## config.mk

```make
export PLATFORM = sky130hd
export DESIGN_NAME = aluCore
export DESIGN_NICKNAME = d
export VERILOG_FILES = /design/src/hw/aluCorePkg.sv /design/src/hw/aluCore.sv /design/src/hw/aluExecute.sv /design/src/hw/aluGroupDecoder.sv /design/src/hw/resultCommit.sv /design/src/hw/wbSlaveBridge.sv
export VERILOG_INCLUDE_DIRS = /design/src /design/src/hw
export SDC_FILE = /design/constraint.sdc
export NUM_CORES = 1
export LEC_CHECK = 0
export BUFFER_PORTS_ARGS = -buffer_cell sky130_fd_sc_hd__buf_2
export CAP_MARGIN = 10
export CORE_MARGIN = 5
export CORE_UTILIZATION = 35
export DETAILED_ROUTE_END_ITERATION = 7
export MAX_ROUTING_LAYER = met4
export PLACE_DENSITY = 0.59
export SETUP_SLACK_MARGIN = 0.15
export SLEW_MARGIN = 10
export SYNTH_ARGS = -nofsm -noshare
export SYNTH_HDL_FRONTEND = slang
export SYNTH_SLANG_ARGS = --single-unit
```

## constraint.sdc

```tcl
create_clock -name CLK -period 6.1 [get_ports CLK]
set_input_delay 0.61 -clock CLK [delete_from_list [all_inputs] [get_ports CLK]]
set_output_delay 0.61 -clock CLK [all_outputs]
set_load 0.01 [all_outputs]
```

## src/hw/aluCore_config.svh

```systemverilog
// --------------------------------------------------
// ALU core configuration
// --------------------------------------------------
`ifndef ALUCORE_CONFIG_SVH
`define ALUCORE_CONFIG_SVH

// wishbone address map
`define ADR_INSTR       5'h00   // instruction port, write only
`define ADR_FLAGS       5'h01   // condition codes, read only
`define ADR_REG_BASE    5'h10   // 0x10..0x1f map to r0..r15

// alu operation field
`define ALU_OPX_ADD     4'h0
`define ALU_OPX_ADC     4'h1
`define ALU_OPX_SUB     4'h2
`define ALU_OPX_SBC     4'h3
`define ALU_OPX_AND     4'h4
`define ALU_OPX_OR      4'h5
`define ALU_OPX_XOR     4'h6
`define ALU_OPX_MOV     4'h7
`define ALU_OPX_CMP     4'h8
`define ALU_OPX_BIT     4'h9
`define ALU_OPX_SHL     4'hA
`define ALU_OPX_SHR     4'hB
`define ALU_OPX_ROL     4'hC
`define ALU_OPX_ROR     4'hD
`define ALU_OPX_NEG     4'hE
`define ALU_OPX_NOT     4'hF

// argument type field
`define MODE_ALU_REG_REG 2'd0   // Ra,Rb
`define MODE_ALU_REG_U4  2'd1   // Ra,U4
`define MODE_ALU_REGA_U8 2'd2   // RA,U8
`define MODE_ALU_REGA_S8 2'd3   // RA,S8

`define GROUP_ALU       2'd3

// cycles from sampled request to ack
`define INSTR_ACK_LATENCY 4
`define REG_ACK_LATENCY   1

`endif

```

## src/hw/aluCorePkg.sv

```systemverilog
// --------------------------------------------------
// ALU core types
// --------------------------------------------------
`default_nettype none

package aluCorePkg;

	// ---- instruction word ------------------------
	// 15:14 group, 13:10 op, 9:8 arg type, 7:0 args
	typedef struct packed {
		logic [1:0] group;
		logic [3:0] aluOp;
		logic [1:0] argF;
		logic [3:0] argA;
		logic [3:0] argB;
	} nibbleForm_t;

	typedef struct packed {
		logic [1:0] group;
		logic [3:0] aluOp;
		logic [1:0] argF;
		logic [7:0] imm8;   // U8 / S8 modes
	} byteForm_t;

	typedef union packed {
		nibbleForm_t nibbleForm;
		byteForm_t   byteForm;
	} aluInstr_u;

	// ---- operand sources -------------------------
	typedef enum logic {
		ALUA_REG_A = 1'b0,
		ALUA_ZERO  = 1'b1    // mov, neg, not
	} aluaSrc_e;

	typedef enum logic [1:0] {
		ALUB_REG_B = 2'd0,
		ALUB_U4    = 2'd1,
		ALUB_U8    = 2'd2,
		ALUB_S8    = 2'd3
	} alubSrc_e;

	// register sequence, rd = no writeback, ld = load A, up = update A
	typedef enum logic [2:0] {
		SEQ_NONE    = 3'd0,
		SEQ_RDA_RDB = 3'd1,
		SEQ_RDA_IMM = 3'd2,
		SEQ_LDA_RDB = 3'd3,
		SEQ_LDA_IMM = 3'd4,
		SEQ_UPA_RDB = 3'd5,
		SEQ_UPA_IMM = 3'd6
	} regSeq_e;

	// condition codes
	typedef struct packed {
		logic z;
		logic n;
		logic c;
		logic v;
	} flags_t;

endpackage

`default_nettype wire

```

## src/hw/aluCore.sv

```systemverilog
// --------------------------------------------------
// ALU core top
// --------------------------------------------------
`timescale 1ns/10ps
`default_nettype none

module aluCore import aluCorePkg::*; (
	input  logic        CLK,
	input  logic        arstN,
	input  logic        cyc,
	input  logic        stb,
	input  logic        we,
	input  logic [4:0]  adr,
	input  logic [15:0] datI,
	output logic [15:0] datO,
	output logic        ack
);

	aluInstr_u   instr;
	logic        decode, execute, commit;
	logic        hostWe;
	logic [3:0]  hostAddr, rdAddr;
	logic [15:0] hostData, rdData;
	// decoder outputs
	logic        isAlu, cclLd;
	logic [3:0]  aluOp, regAAddr, regBAddr;
	logic [7:0]  imm;
	regSeq_e     regSeq;
	aluaSrc_e    aluaSrc;
	alubSrc_e    alubSrc;
	// datapath
	logic [15:0] regA, regB, result;
	flags_t      flags, flagsNew;

	wbSlaveBridge uBridge (
		.CLK, .arstN, .cyc, .stb, .we, .adr, .datI, .datO, .ack,
		.rdData, .flags, .rdAddr, .instr, .decode, .execute, .commit,
		.hostWe, .hostAddr, .hostData
	);

	aluGroupDecoder uDecoder (
		.instr, .isAlu, .aluOp, .regSeq, .regAAddr, .regBAddr,
		.aluaSrc, .alubSrc, .imm, .cclLd
	);

	aluExecute uExecute (
		.CLK, .arstN, .execute, .aluOp, .aluaSrc, .alubSrc, .imm,
		.regA, .regB, .flagsIn(flags), .result, .flagsOut(flagsNew)
	);

	resultCommit uCommit (
		.CLK, .arstN, .commit, .isAlu, .regSeq, .cclLd, .regAAddr, .regBAddr,
		.rdAddr, .result, .flagsNew, .hostWe, .hostAddr, .hostData,
		.regA, .regB, .rdData, .flags
	);

endmodule

`default_nettype wire

```

## src/hw/aluExecute.sv

```systemverilog
// --------------------------------------------------
// ALU execute stage
// --------------------------------------------------
`timescale 1ns/10ps
`default_nettype none

`include "aluCore_config.svh"

module aluExecute import aluCorePkg::*; (
	input  logic        CLK,
	input  logic        arstN,
	input  logic        execute,
	input  logic [3:0]  aluOp,
	input  aluaSrc_e    aluaSrc,
	input  alubSrc_e    alubSrc,
	input  logic [7:0]  imm,
	input  logic [15:0] regA,
	input  logic [15:0] regB,
	input  flags_t      flagsIn,
	output logic [15:0] result,
	output flags_t      flagsOut
);

	logic [15:0] opA, opB;
	logic [16:0] sum, diff;    // bit 16 is carry / borrow
	logic [31:0] shlWide, shrWide, rolWide, rorWide;
	logic [3:0]  amt;
	logic        cin, bin;
	logic [15:0] aluRes;
	logic        cOut, vOut;

	// ---- operand selection -----------------------
	assign opA = (aluaSrc == ALUA_ZERO) ? 16'h0000 : regA;

	always_comb begin
		case (alubSrc)
			ALUB_U4: opB = {12'h000, imm[3:0]};
			ALUB_U8: opB = {8'h00, imm};
			ALUB_S8: opB = {{8{imm[7]}}, imm};   // sign extend
			default: opB = regB;
		endcase
	end

	assign cin  = (aluOp == `ALU_OPX_ADC) & flagsIn.c;
	assign bin  = (aluOp == `ALU_OPX_SBC) & flagsIn.c;
	assign sum  = {1'b0, opA} + {1'b0, opB} + {16'h0000, cin};
	assign diff = {1'b0, opA} - {1'b0, opB} - {16'h0000, bin};

	assign amt     = opB[3:0];
	assign shlWide = {16'h0000, opA} << amt;   // bit 16 is last bit out
	assign shrWide = {opA, 16'h0000} >> amt;   // bit 15 is last bit out
	assign rolWide = {opA, opA} << amt;
	assign rorWide = {opA, opA} >> amt;

	// ---- alu -------------------------------------
	always_comb begin
		aluRes = 16'h0000;
		cOut   = 1'b0;
		vOut   = 1'b0;
		case (aluOp)
			`ALU_OPX_ADD, `ALU_OPX_ADC: begin
				aluRes = sum[15:0];
				cOut   = sum[16];
				vOut   = (opA[15] == opB[15]) && (sum[15] != opA[15]);
			end
			`ALU_OPX_SUB, `ALU_OPX_SBC, `ALU_OPX_CMP, `ALU_OPX_NEG: begin
				aluRes = diff[15:0];   // neg is 0 - B
				cOut   = diff[16];
				vOut   = (opA[15] != opB[15]) && (diff[15] != opA[15]);
			end
			`ALU_OPX_AND, `ALU_OPX_BIT: aluRes = opA & opB;
			`ALU_OPX_OR:  aluRes = opA | opB;
			`ALU_OPX_XOR: aluRes = opA ^ opB;
			`ALU_OPX_MOV: aluRes = opB;
			`ALU_OPX_NOT: aluRes = ~opB;
			`ALU_OPX_SHL: begin
				aluRes = shlWide[15:0];
				cOut   = shlWide[16];   // zero when amt is 0
			end
			`ALU_OPX_SHR: begin
				aluRes = shrWide[31:16];
				cOut   = shrWide[15];
			end
			`ALU_OPX_ROL: aluRes = rolWide[31:16];
			`ALU_OPX_ROR: aluRes = rorWide[15:0];
			default:      aluRes = 16'h0000;
		endcase
	end

	// result held through commit
	always_ff @(posedge CLK or negedge arstN) begin
		if (!arstN) begin
			result   <= 16'h0000;
			flagsOut <= '0;
		end else if (execute) begin
			result   <= aluRes;
			flagsOut <= '{z: (aluRes == 16'h0000), n: aluRes[15], c: cOut, v: vOut};
		end
	end

endmodule

`default_nettype wire

```

## src/hw/aluGroupDecoder.sv

```systemverilog
// --------------------------------------------------
// ALU group decoder
// --------------------------------------------------
`timescale 1ns/10ps
`default_nettype none

`include "aluCore_config.svh"

module aluGroupDecoder import aluCorePkg::*; (
	input  aluInstr_u  instr,
	output logic       isAlu,
	output logic [3:0] aluOp,
	output regSeq_e    regSeq,
	output logic [3:0] regAAddr,
	output logic [3:0] regBAddr,
	output aluaSrc_e   aluaSrc,
	output alubSrc_e   alubSrc,
	output logic [7:0] imm,
	output logic       cclLd
);

	logic [1:0] argF;
	logic       immMode;   // any non reg-reg form

	assign isAlu    = (instr.nibbleForm.group == `GROUP_ALU);
	assign aluOp    = instr.nibbleForm.aluOp;
	assign argF     = instr.nibbleForm.argF;
	assign regBAddr = instr.nibbleForm.argB;
	assign imm      = instr.byteForm.imm8;   // U4 uses the low nibble
	assign immMode  = (argF != `MODE_ALU_REG_REG);
	assign cclLd    = (aluOp != `ALU_OPX_MOV);   // mov keeps the flags

	// ---- sequence by operation class -------------
	always_comb begin
		if (aluOp == `ALU_OPX_CMP || aluOp == `ALU_OPX_BIT)
			regSeq = immMode ? SEQ_RDA_IMM : SEQ_RDA_RDB;   // flags only
		else if (aluOp == `ALU_OPX_MOV)
			regSeq = immMode ? SEQ_LDA_IMM : SEQ_LDA_RDB;
		else
			regSeq = immMode ? SEQ_UPA_IMM : SEQ_UPA_RDB;
	end

	// unary ops see a zero A operand
	always_comb begin
		case (aluOp)
			`ALU_OPX_MOV,
			`ALU_OPX_NEG,
			`ALU_OPX_NOT: aluaSrc = ALUA_ZERO;
			default:      aluaSrc = ALUA_REG_A;
		endcase
	end

	// ---- argument type ---------------------------
	always_comb begin
		regAAddr = instr.nibbleForm.argA;
		alubSrc  = ALUB_REG_B;
		case (argF)
			`MODE_ALU_REG_REG: alubSrc = ALUB_REG_B;
			`MODE_ALU_REG_U4:  alubSrc = ALUB_U4;
			`MODE_ALU_REGA_U8: begin
				regAAddr = 4'h0;   // RA
				alubSrc  = ALUB_U8;
			end
			`MODE_ALU_REGA_S8: begin
				regAAddr = 4'h0;   // RA
				alubSrc  = ALUB_S8;
			end
			default: alubSrc = ALUB_REG_B;
		endcase
	end

endmodule

`default_nettype wire

```

## src/hw/resultCommit.sv

```systemverilog
// --------------------------------------------------
// Register file and commit
// --------------------------------------------------
`timescale 1ns/10ps
`default_nettype none

module resultCommit import aluCorePkg::*; (
	input  logic        CLK,
	input  logic        arstN,
	input  logic        commit,
	input  logic        isAlu,
	input  regSeq_e     regSeq,
	input  logic        cclLd,
	input  logic [3:0]  regAAddr,
	input  logic [3:0]  regBAddr,
	input  logic [3:0]  rdAddr,
	input  logic [15:0] result,
	input  flags_t      flagsNew,
	input  logic        hostWe,
	input  logic [3:0]  hostAddr,
	input  logic [15:0] hostData,
	output logic [15:0] regA,
	output logic [15:0] regB,
	output logic [15:0] rdData,
	output flags_t      flags
);

	logic [15:0] regFile [16];
	logic        wbA;   // writeback to register A

	assign wbA = commit & isAlu &
		(regSeq inside {SEQ_LDA_RDB, SEQ_LDA_IMM, SEQ_UPA_RDB, SEQ_UPA_IMM});

	// ---- register file ---------------------------
	always_ff @(posedge CLK or negedge arstN) begin
		if (!arstN) begin
			for (int i = 0; i < 16; i++)
				regFile[i] <= 16'h0000;
		end else if (wbA) begin
			regFile[regAAddr] <= result;
		end else if (hostWe) begin
			regFile[hostAddr] <= hostData;   // bridge keeps this apart from commit
		end
	end

	// condition codes
	always_ff @(posedge CLK or negedge arstN) begin
		if (!arstN)
			flags <= '0;
		else if (commit && isAlu && cclLd)
			flags <= flagsNew;
	end

	assign regA   = regFile[regAAddr];
	assign regB   = regFile[regBAddr];
	assign rdData = regFile[rdAddr];   // host readback

endmodule

`default_nettype wire

```

## src/hw/wbSlaveBridge.sv

```systemverilog
// --------------------------------------------------
// Wishbone slave and phase sequencer
// --------------------------------------------------
`timescale 1ns/10ps
`default_nettype none

`include "aluCore_config.svh"

module wbSlaveBridge import aluCorePkg::*; (
	input  logic        CLK,
	input  logic        arstN,
	// wishbone classic slave
	input  logic        cyc,
	input  logic        stb,
	input  logic        we,
	input  logic [4:0]  adr,
	input  logic [15:0] datI,
	output logic [15:0] datO,
	output logic        ack,
	// register file / flags readback
	input  logic [15:0] rdData,
	input  flags_t      flags,
	output logic [3:0]  rdAddr,
	// instruction and phase strobes
	output aluInstr_u   instr,
	output logic        decode,
	output logic        execute,
	output logic        commit,
	// host register write
	output logic        hostWe,
	output logic [3:0]  hostAddr,
	output logic [15:0] hostData
);

	logic busy;       // instruction in flight or ack cycle
	logic req;        // new request sampled this edge
	logic instrStart;
	logic regSel;     // address in register window

	assign busy       = decode | execute | commit | ack;
	assign req        = cyc & stb & ~busy;
	assign regSel     = ({adr[4], 4'h0} == `ADR_REG_BASE);
	assign instrStart = req & we & (adr == `ADR_INSTR);

	// host writes land on the sampling edge
	assign hostWe   = req & we & regSel;
	assign hostAddr = adr[3:0];
	assign hostData = datI;
	assign rdAddr   = adr[3:0];

	// ---- phase shift register --------------------
	// fetch at edge 1, ack at edge 4
	always_ff @(posedge CLK or negedge arstN) begin
		if (!arstN) begin
			decode  <= 1'b0;
			execute <= 1'b0;
			commit  <= 1'b0;
			ack     <= 1'b0;
			datO    <= 16'h0000;
		end else begin
			decode  <= instrStart;
			execute <= decode;
			commit  <= execute;
			ack     <= commit | (req & ~instrStart);   // register path acks in one cycle
			if (req && !we) begin
				if (regSel)
					datO <= rdData;
				else if (adr == `ADR_FLAGS)
					datO <= {12'h000, flags};
				else
					datO <= 16'h0000;   // unmapped or write-only
			end
		end
	end

	// instruction latch
	always_ff @(posedge CLK) begin
		if (instrStart)
			instr <= datI;
	end

endmodule

`default_nettype wire

```

### Yosys cells after proc, flatten, opt, wreduce, memory -nomap -nowiden

Cells that the tools add are included.

| storage, ports and cells | value |
|---|---|
| word-level logic and storage cells | 152 |
| output and inout port bits | 17 |
| register bits after elaboration | 316 |
| input bits | 26 |

| cells by class | value |
|---|---|
| $lt $le $gt $ge | 5 |
| bitwise logic cells | 23 |
| $add $sub $neg | 4 |
| shifts and indexed selects | 4 |
| muxes and demuxes | 32 |
| reductions and logical operators | 21 |
| equal/unequal tests | 32 |

Operators with widths:

| operator | count |
|---|---|
| bitwise mux 256 bit | 2 |
| two-way mux 256 bit | 2 |
| binary-select mux 16 bit (select 4 bit) | 3 |
| case mux 16 bit (11 select lines) | 1 |
| two-way mux 16 bit | 10 |
| demux 16 bit (select 4 bit) | 2 |
| case mux 16 bit (3 select lines) | 1 |
| equality test 4 bit (second input constant) | 8 |
| << shifter 32 x 4 -> 32 bit | 1 |
| right shift 32 x 4 -> 16 bit | 1 |
| right shift 32 x 4 -> 32 bit | 1 |
| adder 16 x 16 -> 17 bit | 1 |
| adder 17 x 1 -> 17 bit | 1 |
| << shifter 16 x 4 -> 17 bit | 1 |
| subtractor 16 x 16 -> 17 bit | 1 |
| subtractor 17 x 1 -> 17 bit | 1 |
| AND 16 bit | 1 |
| equality test 4 x 3 -> 1 bit (second input constant) | 4 |
| zero test 16 bit | 1 |
| inverter 16 bit | 1 |
| OR 16 bit | 1 |
| bitwise XOR 16 bit | 1 |
| >= comparator 5 bit (second input constant) | 3 |
| inverter 4 -> 5 bit | 3 |
| other kinds (32) | 69 |

### Logic depth before layout (Yosys ltp)

| depth | value |
|---|---|
| depth in word-level cells | 13 |
| mapped depth | 23 |
| depth with buffers taken out | 19 |

### Cells and area by module

Synthesis repeated with hierarchy kept, for this count alone.

| unflattened totals | value |
|---|---|
| cells, all modules | 2505 |
| area, all modules | 25943.6 um^2 |

Modules (own cells, without submodules):

| module | cells an instance | area each (um^2) | instances | seq. area each (um^2) |
|---|---|---|---|---|
| resultCommit | 1433 | 17677.0 | 1 | 6506.2 |
| aluExecute | 926 | 6467.5 | 1 | 475.5 |
| wbSlaveBridge | 117 | 1577.8 | 1 | 980.9 |
| aluGroupDecoder | 29 | 221.5 | 1 | 0.0 |

### Worst setup path after synthesis

OpenSTA, ideal clock, no wires.

| path | value |
|---|---|
| kind | register -> register |
| start | register uBridge.instr[9] in the netlist's numbering |
| end | register uExecute.flagsOut[1] in the netlist's numbering |
| path buffers | 5 |
| stages on the path, launching flop included | 24 |
| library setup time | 0.138 ns |
| slack | 1.037 ns |
| data arrival time | 4.925 ns |
| data required time | 5.962 ns |
| clock period less this slack | 5.063 ns |
| cell sequence | edfxtp_1 or2_2 clkbuf_1 inv_1 buf_2 a21oi_1 or2_1 buf_4 clkinv_1 clkbuf_1 clkbuf_1 ha_1 ha_1 a21o_1 a21o_1 a211oi_1 nor3_1 o31a_1 o21a_1 o21ai_0 nand2b_1 xnor2_1 a2111oi_0 a21oi_1 |

| between the ends | value |
|---|---|
| word-level cells in the longest chain between the ends | 11 |
| elaborated cells on any way between the ends | 23 |
| classes of those cells | add/sub (4); eq/ne (6); shift (2); mux (8); bitwise (1); reduce/logical (2) |

RTL lines:

| item | RTL line | text |
|---|---|---|
| start: declaration | wbSlaveBridge.sv:25 | `output aluInstr_u instr,` |
| start signal: assignment | wbSlaveBridge.sv:79 | `instr <= datI;` |
| equality test 2 bit | aluGroupDecoder.sv:57 | `case (argF)` |
| OR reduction 2 bit (no source line) | n/a |  |
| two-way mux 4 bit | aluGroupDecoder.sv:57 |  |
| inverter 4 -> 5 bit (not written as such) | resultCommit.sv:54 | `assign regA = regFile[regAAddr];` |
| binary-select mux 16 bit (select 4 bit) | resultCommit.sv:54 |  |
| two-way mux 16 bit (not written as such) (2 in a row) | resultCommit.sv:54 |  |
| two-way mux 16 bit | aluExecute.sv:33 | `assign opA = (aluaSrc == ALUA_ZERO) ? 16'h0000 : regA;` |
| subtractor 16 x 16 -> 17 bit / adder 16 x 16 -> 17 bit (equally long branches) | aluExecute.sv:47, aluExecute.sv:46 |  |
| subtractor 17 x 1 -> 17 bit / adder 17 x 1 -> 17 bit (equally long branches) | aluExecute.sv:47, aluExecute.sv:46 |  |
| case mux 1 bit (4 select lines) * | aluExecute.sv:60 | `case (aluOp)` |
| end signal: assignment | aluExecute.sv:97 | `flagsOut <= '{z: (aluRes == 16'h0000), n: aluRes[15], c: cOut, v: vOut};` |
| end: declaration | aluExecute.sv:21 | `output flags_t flagsOut` |

Mark *: on every way between the ends. The rest lies on a longest branch, timed or not. The select of a mux whose other input is x is not followed.
A chain may end at the register's enable or synchronous reset.

### Worst setup path after layout

| path | value |
|---|---|
| start | register uBridge.instr[9] in the netlist's numbering |
| end | register uExecute.flagsOut[3] in the netlist's numbering |

| between the ends | value |
|---|---|
| word-level cells in the longest chain between the ends | 12 |
| elaborated cells on any way between the ends | 30 |
| classes of those cells | add/sub (4); eq/ne (6); shift (4); mux (8); bitwise (5); reduce/logical (3) |

RTL lines:

| item | RTL line |
|---|---|
| equality test 2 bit | aluGroupDecoder.sv:57 |
| OR reduction 2 bit (no source line) | n/a |
| two-way mux 4 bit | aluGroupDecoder.sv:57 |
| inverter 4 -> 5 bit (not written as such) | resultCommit.sv:54 |
| binary-select mux 16 bit (select 4 bit) | resultCommit.sv:54 |
| two-way mux 16 bit (not written as such) (2 in a row) | resultCommit.sv:54 |
| two-way mux 16 bit | aluExecute.sv:33 |
| subtractor 16 x 16 -> 17 bit / adder 16 x 16 -> 17 bit (equally long branches) | aluExecute.sv:47, aluExecute.sv:46 |
| subtractor 17 x 1 -> 17 bit / adder 17 x 1 -> 17 bit (equally long branches) | aluExecute.sv:47, aluExecute.sv:46 |
| case mux 16 bit (11 select lines) * | aluExecute.sv:60 |
| zero test 16 bit * | aluExecute.sv:97 |

Marked as above.

==> run_results.csv <==
group,metric,value,unit
grt,grt_overflow,0,
setup_path,critical_path_arrival,6.26,ns
clock_tree,htreeDepth,2,
placement,place_ws,-0.4183,ns
routing,wire_per_inst,33.45,um
finish,drive_above_1_share,19.56,%
floorplan,die-area,78780,um2
logic_synthesis,synth_cell_types,97,
power,switchingPower,1926,uW
logic_synthesis,synth_cells,2741,
setup_path,start_kind,"register",
routing,drt_drc_violations_left,0,
logic_synthesis,yosys-top-cells-area,"dfrtp_1 29%, mux4_2 15%, a22oi_1 7.9%",
routing,vias,25220,
clock_tree,clk_latency,0.58,ns
power,seqPwrFrac,40.9,%
routing,firstDrtPassIters,6,
logic_synthesis,synth_top_area_share,29.18,%
routing,drtAntennaViolNets,0,
floorplan,start_util,35.21,%
logic_synthesis,synthesis.nets,2833,
finish,syn2layout_area_growth,11.08,%
setup_path,max_stage_delay,0.52,ns
run,cap_violations,0,
clock_tree,cts_tree,"built",
routing,routed_wirelength,122700,um
power,combPwrFrac,18.5,%
logic_synthesis,async_flop_share,94.92,%
setup_path,path_buf_inv,3,
power,power,6364,uW
placement,post-dp-hpwl,86500,um
timing,fmax,173.4,MHz
timing,min_period,5.768,ns
finish,final_cell_mix,"366 x nor2_1, 319 x a21oi_1, 299 x dfrtp_1",
grt,grt_max_degree,113,
floorplan,die_h,280.7,um
power,p_leak,0.01145,uW
logic_synthesis,syn_avg_cell_area,9.356,um2
setup_path,crit_slowest_cell,"a2111oi_2",
clock_tree,cts_buffers,40,
placement,dp_cells,3595,
clock_tree,postCtsSetupRepairBufs,0,
worst_hold_path,hp-class,"in -> async",
timing,fin_crit_sh,94.57,%
timing,hold-worst-slack,0.1278,ns
clock_tree,cts.sinks,315,
timing,rsz0062_at_grt,"false",
routing,first_iter_violations,4125,
timing,worst_pin_slew,1.283,ns
setup_path,end_kind,"register",
logic_synthesis,synth_edf_count,16,
finish,instances_no_fill,3669,
power,p_int,4438,uW
clock_tree,cts.reportedPaths.clkPinSlew,0.06,ns
setup_path,crit_chain,"buf_12 -> or2_2 -> mux4_2 -> o22ai_1 -> a211oi_2 -> buf_4 -> fa_1 -> inv_1 -> fa_1 -> nand2b_1 -> a21o_1 -> a21o_1 -> a21oi_1 -> xor2_1 -> nor2_1 -> a2111oi_2 -> o21ai_0 -> o31a_1 -> nor4b_4 -> nand4_1 -> o21ai_1",
finish,fin_nets,2770,
floorplan,core_area,72830,um2
grt,grt_pass1_vias,24360,
logic_synthesis,yosys_warnings,0,
power,clockPowerShare,40.6,%
routing,vias_per_cell,6.875,
floorplan,die_w,280.7,um
clock_tree,cts_hold_buf,0,
floorplan,io-pin-count,43,
clock_tree,root_buffer,"clkbuf_16",
setup_path,crit_required,6.59,ns
logic_synthesis,synth_flop_cell,"dfrtp_1",
setup_path,crit_fanout,39,
grt,antenna_found_initial,2,
finish,final_common_cell,"nor2_1",
timing,setup_slack,0.3315,ns
power,peakVddDrop,176.9,uV
grt,grt_first_pass_wirelength,175600,um
timing,hold_viol,0,
setup_path,critPathLaunch,"uBridge.instr[9]",
timing,maxSlewViolCount,0,
status,status,"complete, no violations",
timing,slew-limit-headroom,14.44,%
timing,finClkSkew,0.02971,ns
timing,finalSetupTns,0,ns
logic_synthesis,syn_area,25640,um2
timing,finalSetupViolCount,0,
setup_path,path_class,"reg -> reg",
placement,io_buffers,42,
logic_synthesis,yosysSeqAreaShare,31.05,%
logic_synthesis,ys_ff_latch,315,
setup_path,rr_startpoint,"uBridge.instr[9]",
grt,grtUsageTotal,31.05,%
power,switching_share,30.27,%
placement,gp_congestion,1.037,
setup_path,path_delay_family,"compound AO/OA/AOI/OAI gates",
power,power_density,223.4,nW/um2
clock_tree,clk_path_buf_depth,3,
setup_path,r2r.worst_path.cells,21,
floorplan,rows,99,
logic_synthesis,synth.largest_area_cell,"dfrtp_1",
setup_path,worst-path-stages,21,
## metal layers
| layer | part of all wire, % | GRT usage (%) | up-vias |
|---|---|---|---|
| met3 | 12 | 9.445 | 456 |
| li1 | - | - | 10310 |
| met2 | 44 | 45.93 | 1914 |
| met5 | 0 | - | - |
| met1 | 37 | 38.22 | 12550 |
| met4 | 7.1 | 16.70 | 0 |
## registers in the layout, summed over array words and instances (netlist names), 4 cells and up
signal and cells:
uBridge.datO 16, uBridge.instr 16, uCommit.flags 4, uCommit.regFile 256, uExecute.result 15, uExecute.flagsOut 4
## synthesized netlist by cell type (all sizes together) (35+ instances only)
cell type / instances
a21oi: 327
a22oi: 273
buf: 126
clkbuf: 166
dfrtp: 299
ha: 62
inv: 59
mux2i: 92
mux4: 182
nand2: 115
nand3: 38
nor2: 371
nor3: 44
o21ai: 79
o22ai: 35
or2: 38
## final cells by class
| class | instances | area (um2) |
|---|---|---|
| fill | 7158 | 44350 |
| multi-input combinational | 2074 | 16280 |
| sequential | 315 | 7963 |
| timing repair buffer | 187 | 1401 |
| clock buffer | 59 | 1204 |
| tap | 959 | 1200 |
| inverter | 60 | 227.7 |
| clock inverter | 14 | 205.2 |
| antenna | 1 | 2.502 |
## worst paths after layout
| path | slack, ns | endpoint |
|---|---|---|
| setup / recovery | 0.33 | uExecute.flagsOut[3] |
| hold reg to reg | 0.39 | uBridge.execute |
| max in group asynchronous | 4.66 | uCommit.regFile[236] |
| hold / removal | 0.13 | uCommit.regFile[71] |
| setup reg to reg | 0.33 | uExecute.flagsOut[3] |
| min in group CLK | 0.28 | uBridge.instr[0] |
## kinds of logic after synthesis
logic type	Yosys count	synth area share (%)
AO/OA/AOI/OAI	940	24.65
multiplexers	292	20.55
AND/OR/NAND/NOR	752	13.64
flip-flops	315	31.05
adder cells (fa/ha/maj)	66	3.337
XOR/XNOR	24	0.8197
buffers and inverters	352	5.952
## worst reg2reg max path: cells and delay by family (launching register included)
kind	cells	cell delay [ns]
AOI/OAI and AO/OA	9	2.29
xor gates and xnor gates	1	0.17
adders and majority gates	2	0.66
buffers and inverters	3	0.52
DFF	1	0.42
muxes	1	0.51
and+or+nand+nor	5	1.08
## power groups by stage
stage | combinational, uW | sequential [uW] | clock [uW]
final | 1180 | 2600 | 2590
after global routing | 1260 | 2620 | 2700
after CTS | 1160 | 2580 | 2610
after detailed placement | 1150 | 2620 | 0
after global placement | 1130 | 2600 | 0
after floorplan | 793 | 2510 | 0
## timing repair
item	CTS	global route
pin swaps	0	0
endpoints found under the setup margin	1	1
gates resized for setup	3	2
hold endpoints to repair	0	0
## through the flow
step,cell area [um2],utilization (%)
after floorplan,25640,-
after global placement,27050,37.14
after detailed placement,27050,37.14
after CTS,28470,39.09
after global routing,28490,39.11
final,28490,39.11
Power figures use the tool's default switching activity.
